==> src/verilog/vdma_geom_pkg.sv <==
// video frame writer geometry definitions
// pixel and word widths, byte addresses, line counts
// and the pixel-word union shared by the packer, the FIFO and the AXI master

package vdma_geom_pkg;

    // one pixel per video clock
    localparam int PIX_W        = 32;
    localparam int PIX_PER_WORD = 4;

    // AXI data beat
    localparam int WORD_W         = PIX_W * PIX_PER_WORD;
    localparam int BYTES_PER_WORD = WORD_W / 8;

    // byte address into memory
    localparam int ADDR_W = 32;

    typedef logic [PIX_W-1:0]  pixel_t;
    typedef logic [ADDR_W-1:0] addr_t;

    // pixels per active line
    typedef logic [15:0] hcount_t;

    // one AXI word, filled by pixel slot or moved as a flat vector
    // pixel 0 sits in the low slot
    typedef union packed {
        pixel_t [PIX_PER_WORD-1:0] pix;
        logic [WORD_W-1:0]         raw;
    } axi_word_u;

endpackage

==> src/verilog/pixel_packer.sv <==
// video pixel packer
// finds frame start on vsync and line end on falling de,
// packs four pixels into one AXI word, zero-pads the last word of a line

`timescale 1ns/10ps

module pixel_packer import vdma_geom_pkg::*; (
    input  logic      clock,
    input  logic      arst_n,
    input  logic      vsync,
    input  logic      de,
    input  pixel_t    idata,
    output logic      frame_start,
    output logic      push,
    output axi_word_u push_word
);

    localparam int SLOT_W = $clog2(PIX_PER_WORD);
    localparam logic [SLOT_W-1:0] LAST_SLOT = SLOT_W'(PIX_PER_WORD - 1);

    logic              vsync_d;
    logic              de_d;
    logic              vsync_rise;
    logic              line_end;
    logic [SLOT_W-1:0] slot;
    axi_word_u         acc;
    axi_word_u         nxt;

    // edge detect against last sample
    assign vsync_rise = vsync && !vsync_d;
    assign line_end   = !de && de_d;

    // partial word with the incoming pixel placed
    // a fresh word starts from zero so unused slots stay clear
    always_comb begin
        nxt = acc;
        if (slot == '0) begin
            nxt = '0;
        end
        nxt.pix[slot] = idata;
    end

    always_ff @(posedge clock or negedge arst_n) begin
        if (!arst_n) begin
            vsync_d     <= 1'b0;
            de_d        <= 1'b0;
            frame_start <= 1'b0;
            push        <= 1'b0;
            slot        <= '0;
        end else begin
            vsync_d     <= vsync;
            de_d        <= de;
            frame_start <= vsync_rise;
            push        <= 1'b0;
            if (vsync_rise) begin
                // new frame drops any half-built word
                slot <= '0;
            end else if (de) begin
                // counter wraps after the last slot
                push <= (slot == LAST_SLOT);
                slot <= slot + 1'b1;
            end else if (line_end && slot != '0) begin
                // flush the tail of the line
                push <= 1'b1;
                slot <= '0;
            end
        end
    end

    // word data
    always_ff @(posedge clock) begin
        if (vsync_rise) begin
            acc <= '0;
        end else if (de) begin
            acc <= nxt;
            if (slot == LAST_SLOT) begin
                push_word <= nxt;
            end
        end else if (line_end) begin
            push_word <= acc;
        end
    end

endmodule

==> config.mk <==
export PLATFORM = sky130hd
export DESIGN_NAME = pixel_packer
export DESIGN_NICKNAME = d
export VERILOG_FILES = /design/src/verilog/vdma_geom_pkg.sv /design/src/verilog/pixel_packer.sv
export SDC_FILE = /design/constraint.sdc
export NUM_CORES = 1
export LEC_CHECK = 0
export ABC_AREA = 1
export BUFFER_PORTS_ARGS = -buffer_cell sky130_fd_sc_hd__buf_2
export CAP_MARGIN = 0
export CORE_MARGIN = 2
export CORE_UTILIZATION = 45
export CTS_CLUSTER_SIZE = 40
export DETAILED_ROUTE_END_ITERATION = 6
export HOLD_SLACK_MARGIN = 0.15
export PLACE_DENSITY = 0.66
export REMOVE_ABC_BUFFERS = 1
export SLEW_MARGIN = 10
export SYNTH_ARGS = -nofsm -noshare
export SYNTH_HDL_FRONTEND = slang
export SYNTH_SLANG_ARGS = --single-unit
==> constraint.sdc <==
create_clock -name clock -period 10.8 [get_ports clock]
set_input_delay 2.7 -clock clock [delete_from_list [all_inputs] [get_ports clock]]
set_output_delay 2.7 -clock clock [all_outputs]
set_load 0.02 [all_outputs]
==> results.cfg <==
[status]
outcome = finished clean

[global_routing]
grt_pass1_vias = 6362
antenna_found_initial = 0
global_route.usage.total_pct = 19.3
grt_pass1_wl_mm = 33.6
pin_count_of_the_biggest_net_entering_global_routing = 91
gr-total-overflow = 0

[sta]
slew_viol_final = 0
timing.max_slew.rel_slack_pct = 34.2
setup-tns-final_ns = 0
finClkSkew_ns = 0.00978
tightest_pin_transition_ns = 0.987
final.period_utilization_pct = 43.0
total_count_of_hold_check_failures_in_the_final_report = 0
setup_viol_count_final = 0
grt_setup_unrepaired = false
achievable-frequency_ghz = 0.215
finalWorstPathRequiredPeriod_ns = 4.65

[cells_and_area]
antennaDiodeCount = 0
layout.cells.most_common = nand2_1
drive_above_1_share_pct = 20.7
layout_common_cells = 277 x nand2_1, 165 x buf_2, 128 x dfxtp_1, 128 x edfxtp_1
fin_nets = 1090
nFillCells = 1877
final_cell_area_sq_um = 11200
syn2layout_area_growth_pct = 18.3

[power_and_ir_drop]
p_leak_nw = 5.18
power_frac_seq_pct = 49.7
p_switching_uw = 636
power_per_standard_cell_area_nw_per_um2 = 214
internal_power_mw = 1.77
power.share.combinational_pct = 13.5
part_of_the_power_in_the_clock_network_pct = 36.8
fraction_of_power_spent_switching_nets_pct = 26.5
irDropWorstVdd_uv = 142

[drt]
ant_nets = 0
via_count = 6727
dr.pass1.iters = 4
drt-vias-per-instance = 5.01
drt_wl_total_mm = 21.5
drt-initial-drc-count = 346
detail_route.wl_per_cell_um = 16.0
drcViolationCount = 0

[clock_tree]
cts_sinks = 262
cts_post_setup_buffers_inserted = 0
cts-root-to-sink-buffers = 3
cts-buffers-inserted = 27
cts_hold_buf = 0
cts_max_level = 1
clock_latency_ns = 0.52
cts-root-buf = clkbuf_16
tritoncts_clock_tree = built
postCtsResizedCells = 0
worst_setup_hold_path_clk_slew_ns = 0.06

[synth]
synth_top_area_share_pct = 40.6
postSynthRegisterBits = 262
synthesis.area_sq_um = 9470
synth.distinct_cells = 20
postSynthAreaPerCell_sq_um = 10.5
yosysSeqAreaShare_pct = 69.3
synth_cells = 901
synth_top_family_by_area = simple AND/OR/NAND/NOR gates
yosys_warn_count = 0
synthDominantAreaCellType = edfxtp_1
synth_simple_gate_area_share_pct = 18.3
netlist_top_cells_area = edfxtp_1 41%, dfxtp_1 27%, nand2_1 11%
synth_compound_area_share_pct = 6.23
synth_mux_area_share_pct = 0
yosys.area_share.adder_pct = 0.793
parity_gate_share_of_the_synthesized_area_counting_xor_and_xnor_cells_pct = 0

[die]
dieHeight_um = 149
chipWidth_um = 149
num_io_pins = 166
floorplan.rows = 53
fp.dieArea_sq_um = 22200
floorplan.initialDensity_pct = 45.5
core_area_sq_um = 20800

[critical_path]
crit_path_cell_trace = buf_2 > nand2_2 > inv_2 > nand2_1 > a21oi_1
worstSetupStartpointType = input port
timing.critical_path.slowest_cell_delay_ns = 0.81
crit_arrival_ns = 5.09
criticalPathCategory = input port to flip-flop
crit_path_capture_type = flip-flop
crit_path_top_delay_cell = inv_2
worstPathMaxFanout = 34
critical_path_required_ns = 11.24

[place]
dp_hpwl_mm = 12.3
gpl.final_weighted_congestion = 0.721
detailed_place.area_sq_um = 10400
numPortBuffers = 165

[job]
timing.max_cap.violations = 0

[hold_path]
min_path_type = flip-flop to flip-flop
[cells in the mapped netlist, drive strengths merged]
master / count
buf: 45
inv: 52
clkinv: 1
clkbuf: 5
nand2: 282
edfxtp: 128
nand3b: 2
nor2: 15
o21ai: 1
a21oi: 116
dfxtp: 128
dfrtp: 6
ha: 6
nand3: 114
[through the flow]
stage | std cells | setup slack, ns | power, mW | utilization [%] | hold slack [ns]
floorplan | 851 | 0.453 | 1.43 | - | 0.453
global placement | 1294 | 5.64 | 1.53 | 49.8 | 0.460
detailed placement | 1294 | 5.60 | 1.54 | 49.8 | 0.464
CTS | 1343 | 6.15 | 2.43 | 53.8 | 0.474
global route | 1343 | 5.95 | 2.51 | 53.8 | 0.496
finish | 1343 | 6.15 | 2.40 | 53.8 | 0.471
[path summary, 6_finish.rpt]
path                       cells past startpoint  slack [ns]     from        endpoint
setup / recovery                               5        6.15       de         acc[27]
hold / removal                                 2        0.47   acc[8]          acc[8]
setup reg to reg                               4        7.82  slot[1]  push_word[106]
hold reg to reg                                2        0.47   acc[8]          acc[8]
max in group asynchronous                      1        8.63   arst_n         slot[0]
min in group asynchronous                      1        2.01   arst_n            de_d
[power groups by stage]
stage | combinational, mW | clock, mW | sequential (mW)
after floorplan | 0.162 | 0 | 1.27
after global placement | 0.319 | 0 | 1.21
after detailed placement | 0.329 | 0 | 1.21
after CTS | 0.330 | 0.902 | 1.19
after global routing | 0.366 | 0.941 | 1.20
final | 0.325 | 0.884 | 1.19
[sequential cells by signal, summed over array words and instances, names as in the netlist]
signal,flops
slot,2
acc,128
de_d,1
frame_start,1
push_word,128
push,1
vsync_d,1
[logic make-up after synthesis]
kind of cell / count (synthesis)
buf+inv: 103
simple gates: 413
flops: 262
compound gates: 117
fa+ha+maj: 6
[layer usage]
metal,GRT usage [%],up-vias,routed length [um]
li1,-,3321,-
met1,26.8,3178,9660
met2,32.0,202,10300
met3,3.03,26,1220
met4,4.48,0,307
met5,0,-,0
[worst max-delay path, delay by kind of cell]
kind            cells  cell delay, ns
compound gates      1            0.18
buf+inv             2            1.31
simple gates        2            0.84
[cell type report]
class	count	area, sq um	share of cell area (%)
Clock buffer	31	701	6.26
Tap cell	275	344	3.07
Timing Repair Buffer	168	848	7.57
Inverter	53	203	1.81
Multi-Input combinational cell	536	2410	21.5
Sequential cell	262	6560	58.5
Clock inverter	18	140	1.25
(Power assumes the default switching activity.)
