--- src/verilog/vdma_geom_pkg.sv ---
// video frame writer geometry definitions
// pixel and word widths, byte addresses, line counts
// and the pixel-word union shared by the packer, the FIFO and the AXI master

package vdma_geom_pkg;

    // one pixel per video clock
    localparam int PIX_W        = 32;
    localparam int PIX_PER_WORD = 4;

    // AXI data beat
    localparam int WORD_W         = PIX_W * PIX_PER_WORD;
    localparam int BYTES_PER_WORD = WORD_W / 8;

    // byte address into memory
    localparam int ADDR_W = 32;

    typedef logic [PIX_W-1:0]  pixel_t;
    typedef logic [ADDR_W-1:0] addr_t;

    // pixels per active line
    typedef logic [15:0] hcount_t;

    // one AXI word, filled by pixel slot or moved as a flat vector
    // pixel 0 sits in the low slot
    typedef union packed {
        pixel_t [PIX_PER_WORD-1:0] pix;
        logic [WORD_W-1:0]         raw;
    } axi_word_u;

endpackage

--- src/verilog/axi_wr_pkg.sv ---
// AXI4 write channel encodings
// burst type, beat size and burst length widths used by the write engine

package axi_wr_pkg;

    // awburst codes
    localparam logic [1:0] BURST_INCR = 2'b01;

    // awsize codes, log2 of bytes per beat
    localparam logic [2:0] SIZE_16B = 3'b100;

    // awlen field width, AXI4 allows up to 256 beats
    localparam int AXI_LEN_W = 8;

    // burst length in beats, wide enough to hold 256
    typedef logic [AXI_LEN_W:0] burst_len_t;

endpackage

--- src/verilog/axi_write_master.sv ---
// AXI4 write master
// runs one INCR burst per request over AW, W and B,
// streams FIFO words onto W and pulses done after the write response

`timescale 1ns/10ps

module axi_write_master import vdma_geom_pkg::*; import axi_wr_pkg::*; (
    input  logic                 clock,
    input  logic                 arst_n,
    input  logic                 req,
    input  burst_len_t           req_len,
    input  addr_t                req_addr,
    input  axi_word_u            head_word,
    input  logic                 empty,
    output logic                 pop,
    output logic                 done,
    output addr_t                awaddr,
    output logic [AXI_LEN_W-1:0] awlen,
    output logic [2:0]           awsize,
    output logic [1:0]           awburst,
    output logic                 awvalid,
    input  logic                 awready,
    output logic [WORD_W-1:0]    wdata,
    output logic                 wlast,
    output logic                 wvalid,
    input  logic                 wready,
    output logic                 bready,
    input  logic                 bvalid
);

    typedef enum logic [1:0] {
        S_IDLE,
        S_ADDR,
        S_DATA,
        S_RESP
    } state_t;

    state_t               state;
    logic [AXI_LEN_W-1:0] beat_cnt;
    logic                 start;

    // req is still high during the done cycle, skip it
    assign start = (state == S_IDLE) && req && !done;

    always_ff @(posedge clock or negedge arst_n) begin
        if (!arst_n) begin
            state    <= S_IDLE;
            beat_cnt <= '0;
            done     <= 1'b0;
        end else begin
            done <= 1'b0;
            case (state)
                S_IDLE: begin
                    if (start) begin
                        state <= S_ADDR;
                    end
                end
                S_ADDR: begin
                    if (awready) begin
                        state    <= S_DATA;
                        beat_cnt <= '0;
                    end
                end
                S_DATA: begin
                    // count accepted beats only
                    if (wready) begin
                        if (wlast) begin
                            state <= S_RESP;
                        end else begin
                            beat_cnt <= beat_cnt + 1'b1;
                        end
                    end
                end
                default: begin
                    // response ignored apart from the handshake
                    if (bvalid) begin
                        state <= S_IDLE;
                        done  <= 1'b1;
                    end
                end
            endcase
        end
    end

    // address phase fields, held for the whole burst
    always_ff @(posedge clock) begin
        if (start) begin
            awaddr <= req_addr;
            awlen  <= AXI_LEN_W'(req_len - 1'b1);
        end
    end

    assign awsize  = SIZE_16B;
    assign awburst = BURST_INCR;
    assign awvalid = (state == S_ADDR);

    assign wvalid = (state == S_DATA);
    assign wlast  = wvalid && (beat_cnt == awlen);
    assign wdata  = head_word.raw;
    assign pop    = wvalid && wready;

    assign bready = (state == S_RESP);

    // scheduler waits for a full burst in the FIFO before requesting
    a_no_starve: assert property (@(posedge clock) disable iff (!arst_n)
        wvalid |-> !empty)
        else $error("axi_write_master: W channel ran out of FIFO data");

endmodule

--- config.mk ---
export PLATFORM = sky130hd
export DESIGN_NAME = axi_write_master
export DESIGN_NICKNAME = d
export VERILOG_FILES = /design/src/verilog/vdma_geom_pkg.sv /design/src/verilog/axi_wr_pkg.sv /design/src/verilog/axi_write_master.sv
export SDC_FILE = /design/constraint.sdc
export NUM_CORES = 1
export LEC_CHECK = 0
export BUFFER_PORTS_ARGS = -buffer_cell sky130_fd_sc_hd__buf_2
export CORE_AREA = 5 5 133 135
export CTS_BUF_LIST = sky130_fd_sc_hd__clkbuf_4
export CTS_CLUSTER_DIAMETER = 80
export DETAILED_ROUTE_END_ITERATION = 10
export DIE_AREA = 0 0 138 140
export GPL_ROUTABILITY_DRIVEN = 0
export SYNTH_ARGS = -nofsm -noshare
export SYNTH_HDL_FRONTEND = slang
export SYNTH_SLANG_ARGS = --single-unit
--- constraint.sdc ---
create_clock -name clock -period 3.08 [get_ports clock]
set_clock_uncertainty 0.2 [all_clocks]
set_input_delay 0.616 -clock clock [delete_from_list [all_inputs] [get_ports clock]]
set_output_delay 0.616 -clock clock [all_outputs]
set_load 0.01 [all_outputs]
==> metrics.md <==
| Metric | Value |
|---|---|
| # clock sinks | 51 |
| Die area | 19,300 sq um |
| Top cells by count, synth | 133 x buf_4, 40 x edfxtp_1, 13 x nand2_1 |
| Setup crit end kind | primary output |
| Drt initial violations | 49 |
| Placed inst area | 2940 sq um |
| Starting Density | 19.7% |
| Netlist cell types | 41 |
| Largest stage delay on the critical path | 0.49 ns |
| GRT Util Overall | 7.32% |
| Ratio of final minimum period to clock period | 92.6% |
| P&R area growth vs syn | -5.84% |
| First-pass GRT wire length | 11.0 mm |
| Synthesis-stage register bit count | 51 |
| CP bufs+invs | 1 |
| Total power | 2.13 mW |
| Skew-Pair Late Insertion Delay | 0.36 ns |
| Inserted Diodes | 0 |
| Post-synth EDFFs | 40 |
| Maximum clock path buffer count | 2 |
| RSZ-0062 raised after global routing | false |
| Synth top area share | 37.4% |
| Hold WS | 0.217 ns |
| Wire per inst | 15.8 um |
| Crit-path cells | xor2_1, nor4_4, nand2_4, nor2_1, buf_2 |
| Fillcell total | 1,818 |
| Largest area contributor in the netlist | edfxtp_1 |
| Cells on worst reg2reg path | 5 |
| Max-slew headroom | 58.4% |
| Tmin final | 2.85 ns |
| Final worst slack | 0.228 ns |
| Vias in the first global route | 1,818 |
| Lkg Pwr | 1.28 nW |
| Depth of the CTS H-tree | 2 |
| Initial DRT Pass Iterations | 4 |
| Yosys Warn Count | 0 |
| Ys async rst share | 21.6% |
| IO Port Bufs | 91 |
| Layout cells sized above 1 | 43.5% |
| Antenna Nets Post-Route | 0 |
| Vias | 1,709 |
| DRC | 0 |
| Core area | 16,300 sq um |
| Count leader, synth | buf_4 |
| Detailed Route WL | 7.47 mm |
| Largest net degree at the start of global routing | 41 |
| Seq/Total Area, Yosys | 45.9% |
| Clock slew at reported path FFs | 0.14 ns |
| CP Max Fanout | 8 |
| Pre-CTS WS | 0.629 ns |
| TritonCTS clock tree | built |
| CP Depth | 5 |
| Crit path arrival time | 2.04 ns |
| Final setup fails | 0 |
| Pin slew with the least headroom to its limit | 0.621 ns |
| Top FF cell, synth | edfxtp_1 |
| I/O pins | 355 |
| Delay-heaviest family, CP | simple AND/OR/NAND/NOR gates |
| Die height | 140 um |
| CP Class | flop to primary output |
| Final Hold Viols | 0 |
| Crit-path slowest cell | dfrtp_1 |
| Design Area, Final | 3030 sq um |
| Pwr Density | 705 nW/um^2 |
| Rows | 47 |
| Hold Crit Class | input pin to flop |
| Synth area leaders | edfxtp_1 37%, buf_4 31%, dfrtp_1 8.6% |
| Post-Synthesis Cell Area | 3210 sq um |
| Startpoint Class | flop |
| Number of CTS-inserted buffers | 5 |
| Final nets | 435 |
| Mean post-synth cell area | 11.3 sq um |
| Hold depth | 1 |
| Crit path required time | 2.26 ns |
| DR vias/cell | 3.61 |
| CTS-repair resized insts | 0 |
| Mapped Cells | 284 |
| Root Buffer | clkbuf_4 |
| Status | finished, final reports clean |
| GRT Residual Overflow | 0 |
| Max Slew Vio Count | 0 |
| Initial antenna violation count | 0 |
| Dpl hpwl | 6.35 mm |
| Setup TNS | 0 ns |
| VDD IR-drop max | 0.365 mV |
| Max-cap violation count | 0 |
| Die Wd | 138 um |
| Max Freq | 351 MHz |
-- state kept, by name, summed over array words and instances, names as in the netlist --
signal    flops
awaddr       32
awlen         8
beat_cnt      8
done          1
state         2
-- cell usage in the layout (no fill, tap or decap), types with 3 or more instances in the layout --
cell type  count
a21oi_1        3
and2_1         3
buf_2         91
clkbuf_4       5
conb_1         5
dfrtp_1       11
edfxtp_1      40
ha_1           7
inv_1          8
nand2_1       13
nand3_1        4
nor2_1         7
nor3_1         3
o21ai_0        4
xnor2_1        3
xor2_1        11
-- per-layer routing --
layer	global-route usage (%)	vias to the layer above	routed length [um]
met3	4.91	40	1190
li1	-	749	-
met1	6.48	752	2320
met4	3.74	0	284
met2	12.7	168	3670
met5	0.251	-	0
-- timing repair --
item,CTS,global route
hold buffers,1,0
endpoints found under the setup margin,0,0
setup buffers,0,0
endpoints found under the hold margin,11,0
-- metrics by stage --
step,util (%),instances
6_report,18.5,473
5_1_grt,18.5,473
3_5_place_dp,18.0,464
2_1_floorplan,-,287
3_3_place_gp,18.0,464
4_1_cts,18.5,473
-- cell families (layout without fill, tap and decap cells) --
logic type	count (synthesis)	after routing	share of synthesized area [%]
buffers and inverters	143	109	32.8
DFF	51	51	45.9
and+or+nand+nor	43	43	8.10
AOI/OAI and AO/OA	21	21	5.29
xor gates and xnor gates	14	14	3.81
adders and majority gates	7	7	2.72
muxes	3	3	1.13
other	2	5	0.234
-- where the power goes --
| part | leakage [nW] | internal (mW) | switching (mW) |
|---|---|---|---|
| Clock | 0.0426 | 0.167 | 0.208 |
| Sequential | 0.513 | 0.915 | 0.101 |
| Combinational | 0.721 | 0.303 | 0.440 |
| Total | 1.28 | 1.39 | 0.748 |
-- final timing paths --
check | startpoint | endpoint | slack, ns
worst max register to register | beat_cnt[2]$_DFFE_PN0P_ | state[1]$_DFFE_PN0P_ | 0.76
worst min-delay path | req_addr[29] | awaddr[29]$_DFFE_PP_ | 0.22
worst max-delay path | beat_cnt[2]$_DFFE_PN0P_ | wlast | 0.23
worst min register to register | beat_cnt[1]$_DFFE_PN0P_ | beat_cnt[1]$_DFFE_PN0P_ | 0.41
min in group asynchronous | arst_n | beat_cnt[6]$_DFFE_PN0P_ | 0.47
max in group asynchronous | arst_n | beat_cnt[3]$_DFFE_PN0P_ | 2.00
-- worst register-to-register path, delay by kind of cell (launching register included) --
kind,cells,cell delay [ns]
compound gates,1,0.35
xor+xnor,1,0.22
flops,1,0.49
mux,1,0.33
simple gates,2,0.64
-- layout make-up --
class                      instances  area, sq um  share of cell area [%]
sequential                        51         1480                    48.8
multi-input combinational         93          696                    23.0
timing repair buffer              93          473                    15.6
tap                              220          275                    9.09
clock inverter                     3         38.8                    1.28
clock buffer                       5         37.5                    1.24
inverter                           8         30.0                   0.992
(Power assumes the default switching activity.)
