File: src/verilog/vdma_geom_pkg.sv
// video frame writer geometry definitions
// pixel and word widths, byte addresses, line counts
// and the pixel-word union shared by the packer, the FIFO and the AXI master

package vdma_geom_pkg;

    // one pixel per video clock
    localparam int PIX_W        = 32;
    localparam int PIX_PER_WORD = 4;

    // AXI data beat
    localparam int WORD_W         = PIX_W * PIX_PER_WORD;
    localparam int BYTES_PER_WORD = WORD_W / 8;

    // byte address into memory
    localparam int ADDR_W = 32;

    typedef logic [PIX_W-1:0]  pixel_t;
    typedef logic [ADDR_W-1:0] addr_t;

    // pixels per active line
    typedef logic [15:0] hcount_t;

    // one AXI word, filled by pixel slot or moved as a flat vector
    // pixel 0 sits in the low slot
    typedef union packed {
        pixel_t [PIX_PER_WORD-1:0] pix;
        logic [WORD_W-1:0]         raw;
    } axi_word_u;

endpackage

File: src/verilog/axi_wr_pkg.sv
// AXI4 write channel encodings
// burst type, beat size and burst length widths used by the write engine

package axi_wr_pkg;

    // awburst codes
    localparam logic [1:0] BURST_INCR = 2'b01;

    // awsize codes, log2 of bytes per beat
    localparam logic [2:0] SIZE_16B = 3'b100;

    // awlen field width, AXI4 allows up to 256 beats
    localparam int AXI_LEN_W = 8;

    // burst length in beats, wide enough to hold 256
    typedef logic [AXI_LEN_W:0] burst_len_t;

endpackage

File: src/verilog/burst_scheduler.sv
// burst scheduler
// splits each active line into full bursts and one shorter tail burst,
// requests a burst once the FIFO holds enough words for it,
// and tracks the memory address of every burst and line

`timescale 1ns/10ps

module burst_scheduler import vdma_geom_pkg::*; import axi_wr_pkg::*; #(
    parameter int BURST_LEN   = 16,
    parameter int LINE_STRIDE = 8192,
    parameter int FIFO_DEPTH  = 64
) (
    input  logic                        clock,
    input  logic                        arst_n,
    input  logic                        enable,
    input  logic                        frame_start,
    input  addr_t                       baseaddr,
    input  hcount_t                     hactive,
    input  logic [$clog2(FIFO_DEPTH):0] level,
    input  logic                        done,
    output logic                        req,
    output burst_len_t                  req_len,
    output addr_t                       req_addr
);

    hcount_t words_per_line;
    hcount_t line_words;
    hcount_t words_left;
    hcount_t cur_len;
    addr_t   line_addr;
    addr_t   next_line;
    addr_t   burst_bytes;
    logic    line_done;

    // words per line, rounded up for a padded tail word
    assign words_per_line = hcount_t'(({1'b0, hactive} + PIX_PER_WORD - 1) / PIX_PER_WORD);

    // full burst, or what is left of the line
    assign cur_len   = (words_left < hcount_t'(BURST_LEN)) ? words_left : hcount_t'(BURST_LEN);
    assign req_len   = burst_len_t'(cur_len);
    assign line_done = (words_left == cur_len);

    assign next_line   = line_addr + addr_t'(LINE_STRIDE);
    assign burst_bytes = addr_t'(cur_len) * addr_t'(BYTES_PER_WORD);

    always_ff @(posedge clock or negedge arst_n) begin
        if (!arst_n) begin
            req        <= 1'b0;
            line_words <= '0;
            words_left <= '0;
            line_addr  <= '0;
            req_addr   <= '0;
        end else if (frame_start) begin
            // line 0 starts at the latched base
            req        <= 1'b0;
            line_words <= words_per_line;
            words_left <= words_per_line;
            line_addr  <= baseaddr;
            req_addr   <= baseaddr;
        end else if (done) begin
            req <= 1'b0;
            if (line_done) begin
                // step to the next line start
                line_addr  <= next_line;
                req_addr   <= next_line;
                words_left <= line_words;
            end else begin
                req_addr   <= req_addr + burst_bytes;
                words_left <= words_left - cur_len;
            end
        end else if (!req && enable && words_left != '0 && hcount_t'(level) >= cur_len) begin
            // whole burst already buffered so W never waits
            req <= 1'b1;
        end
    end

    // vsync during a burst is not handled
    a_no_frame_in_burst: assert property (@(posedge clock) disable iff (!arst_n)
        frame_start |-> !req)
        else $error("burst_scheduler: frame start while a burst is pending");

    a_len_nonzero: assert property (@(posedge clock) disable iff (!arst_n)
        req |-> req_len != '0)
        else $error("burst_scheduler: zero length request");

endmodule

File: config.mk
export PLATFORM = sky130hd
export DESIGN_NAME = burst_scheduler
export DESIGN_NICKNAME = d
export VERILOG_FILES = /design/src/verilog/vdma_geom_pkg.sv /design/src/verilog/axi_wr_pkg.sv /design/src/verilog/burst_scheduler.sv
export SDC_FILE = /design/constraint.sdc
export NUM_CORES = 1
export LEC_CHECK = 0
export BUFFER_PORTS_ARGS = -buffer_cell sky130_fd_sc_hd__buf_2
export CAP_MARGIN = 25
export CORE_MARGIN = 4
export CORE_UTILIZATION = 40
export DETAILED_ROUTE_END_ITERATION = 16
export SLEW_MARGIN = 20
export SYNTH_ARGS = -nofsm -noshare
export SYNTH_HDL_FRONTEND = slang
export SYNTH_SLANG_ARGS = --single-unit
File: constraint.sdc
create_clock -name clock -period 4.5 [get_ports clock]
set_input_delay 0.225 -clock clock [delete_from_list [all_inputs] [get_ports clock]]
set_output_delay 0.225 -clock clock [all_outputs]
set_load 0.03 [all_outputs]
==> out/qor.yml <==
run_status:
  outcome: "complete, no violations"
timing:
  finalSetupViolCount: 0
  min_period_over_period_pct: 88.3
  skew_ns: 0.00935
  tightestPinTransition_ns: 0.970
  maxSlewHeadroom_pct: 35.1
  period_needed_ns: 3.98
  fmax_mhz: 252
  rsz0062_at_grt: "false"
  hold_viol_final: 0
  fin_tns_setup_ns: 0
  finalMaxSlewViolations: 0
logic_synthesis:
  synth-main-ff-cell: "dfrtp_1"
  seq_area_frac_synth_pct: 37.3
  syn-cell-area_um2: 6440
  synth_cell_types: 69
  yosysWarnings: 0
  async_reset_ff_share_pct: 100
  ys_ff_latch: 96
  synth.avg_cell_area_um2: 8.40
  synth_edf_count: 0
  syn_inst: 766
run:
  drv_cap: 0
grt:
  use_met3_pct: 3.39
  grt-ovfl-total: 0
  grt_use_met2_pct: 32.7
  antenna_found_initial: 0
  grt_pass1_vias: 5676
  grt_util_all_layers_pct: 20.2
  grt_pass1_wl_um: 29400
  use_met1_pct: 27.8
  grt_max_degree: 73
  grt_busiest_layer: "met2"
final_layout:
  ff_latch_area_um2: 2400
  syn_to_final_growth_pct: 15.7
  n_antenna_cell: 0
  multi_input_area_um2: 3790
  layout-drive-gt1-share_pct: 16.2
  layout.nets: 946
  stdcell_area_um2: 7450
  layout_commonest_cell: "dfrtp_1"
  fillers: 1563
  layout_common_cells: "96 x dfrtp_1, 95 x buf_2, 93 x nand2_1"
detailed_routing:
  viasPerCell: 5.45
  first_pass_iters: 5
  drt-total-wl_um: 17900
  drc: 0
  vias: 5891
  detail-route-antenna-nets: 0
  initialDrtViolationCount: 399
  wire_per_inst_um: 16.5
clock_network:
  cts-resized-gates: 0
  htreeDepth: 3
  cts_buffers: 9
  clockBufferDepth: 2
  postCtsSetupRepairBufs: 0
  cts_sinks: 96
  worst_skew_pair.late_latency_ns: 0.36
  root_buffer: "clkbuf_16"
  cts.clk_slew.worst_paths_ns: 0.07
  ctsHoldBuffers: 1
  cts_tree: "done"
power_and_ir_drop:
  switching_power_w: 0.000878
  peakVddDrop_mv: 0.203
  cellPowerDensity_nw_per_um2: 338
  seqPwrFrac_pct: 42.0
  p_leak_nw: 3.30
  pwr-share-comb_pct: 25.9
  netSwitchingFraction_pct: 34.8
  intPower_w: 0.00164
  p_clk_share_pct: 32.1
die:
  core_um2: 15800
  ios: 102
  die_h_um: 135
  die_x_um: 135
  initial_core_util_pct: 40.7
  std_cell_rows: 46
  die_area_um2: 18200
worst_setup_path:
  cpPeakStageDelay_ns: 0.57
  cp_max_fo: 8
  critPathLaunchType: "flip-flop"
  crit_family: "compound AO/OA/AOI/OAI gates"
  slowest_stage: "or4_4"
  path_buf_inv: 2
  worstPathCellList: "or4_4, nor3b_2, nand2_2, inv_2, nand2_1, inv_1, ha_1, a21oi_1, nor2_1, o21ai_0, a211oi_1, o21bai_1, mux2_2, o311ai_0"
  cp_data_required_time_ns: 4.75
  path_class: "flip-flop to flip-flop"
  cp.arrival_ns: 4.22
  cp-end-kind: "flip-flop"
placed_design:
  place_area_um2: 7140
  hpwl_um: 13000
  portBuffers: 97
  place.gp.congestion: 0.866
hold_path:
  hold_path_class: "input pin to flip-flop"
logic make-up after synthesis:
| family | count (synthesis) | synth area share, % |
|---|---|---|
| xor gates and xnor gates | 65 | 8.84 |
| muxes | 5 | 0.855 |
| and+or+nand+nor | 272 | 20.8 |
| other | 2 | 0.117 |
| buffers and inverters | 72 | 4.74 |
| AOI/OAI and AO/OA | 228 | 22.1 |
| DFF | 96 | 37.3 |
| adders and majority gates | 26 | 5.17 |
metal layers:
metal | part of all wire, % | wire, um | vias up
li1 | - | - | 2925
met1 | 46 | 8170 | 2788
met2 | 48 | 8510 | 150
met3 | 4.7 | 849 | 28
met4 | 2.0 | 357 | 0
met5 | 0 | 0 | -
power by group through the flow:
| stage | combinational [W] | clock (W) | sequential, W |
|---|---|---|---|
| floorplan | 0.000408 | 0 | 0.00112 |
| global placement | 0.000643 | 0 | 0.00107 |
| detailed placement | 0.000645 | 0 | 0.00107 |
| CTS | 0.000649 | 0.000829 | 0.00106 |
| global route | 0.000735 | 0.000860 | 0.00107 |
| finish | 0.000653 | 0.000810 | 0.00106 |
stage by stage:
stage          util (%)  setup slack, ns  total power, W  cells  hold slack (ns)
2_1_floorplan         -            0.694         0.00152    782          -0.0706
3_3_place_gp       45.1            0.672         0.00172   1064            0.357
3_5_place_dp       45.1            0.577         0.00172   1064            0.366
4_1_cts            47.1            0.549         0.00254   1081           0.0809
5_1_grt            47.1            0.309         0.00267   1081           0.0952
6_report           47.1            0.525         0.00252   1081           0.0867
cell type report:
class                   count  area share (%)
multi-input cells         614            50.9
flip-flops and latches     96            32.2
repair buffers            106            7.52
well taps                 216            3.63
clock buffers               9            3.02
inverters                  33            1.66
clock inverters             7            1.06
synth_stat cells (all sizes together), types with 7 or more instances:
| library cell | n | area (um^2) |
|---|---|---|
| nand4 | 9 | 71.3 |
| clkbuf | 22 | 82.6 |
| ha | 25 | 313 |
| inv | 31 | 116 |
| o21a | 7 | 52.6 |
| a21oi | 50 | 250 |
| nor2 | 63 | 244 |
| a221oi | 10 | 87.6 |
| nand3 | 30 | 163 |
| dfrtp | 96 | 2400 |
| and3 | 16 | 100 |
| a21o | 11 | 82.6 |
| xnor2 | 31 | 272 |
| o221ai | 7 | 61.3 |
| nor3 | 18 | 111 |
| buf | 17 | 98.8 |
| a31oi | 12 | 75.1 |
| a22oi | 9 | 67.6 |
| o21ai | 80 | 400 |
| o211ai | 11 | 82.6 |
| nand2b | 11 | 68.8 |
| nand2 | 94 | 355 |
| xor2 | 34 | 298 |
registers in the layout (all words and copies together) (netlist names):
signal      cells
req             1
line_addr      32
req_addr       32
words_left     16
line_words     15
final timing paths:
| check | start | to | slack, ns | cells after the start |
|---|---|---|---|---|
| max | words_left[13] | req_addr[25] | 0.52 | 14 |
| min | baseaddr[3] | line_addr[3] | 0.09 | 3 |
| max reg2reg | words_left[13] | req_addr[25] | 0.52 | 14 |
| min reg2reg | line_words[5] | line_words[5] | 0.49 | 1 |
| max in group asynchronous | arst_n | line_words[11] | 3.03 | 3 |
| min in group asynchronous | arst_n | line_addr[23] | 0.50 | 2 |
worst register-to-register path, stage by stage (launching register included):
cell and delay (ns):
dfrtp_1 0.44, or4_4 0.57, nor3b_2 0.31, nand2_2 0.14, inv_2 0.18, nand2_1 0.13, inv_1 0.10, ha_1 0.23
a21oi_1 0.20, nor2_1 0.08, o21ai_0 0.36, a211oi_1 0.16, o21bai_1 0.48, mux2_2 0.40, o311ai_0 0.08
Power figures use the tool's default switching activity.
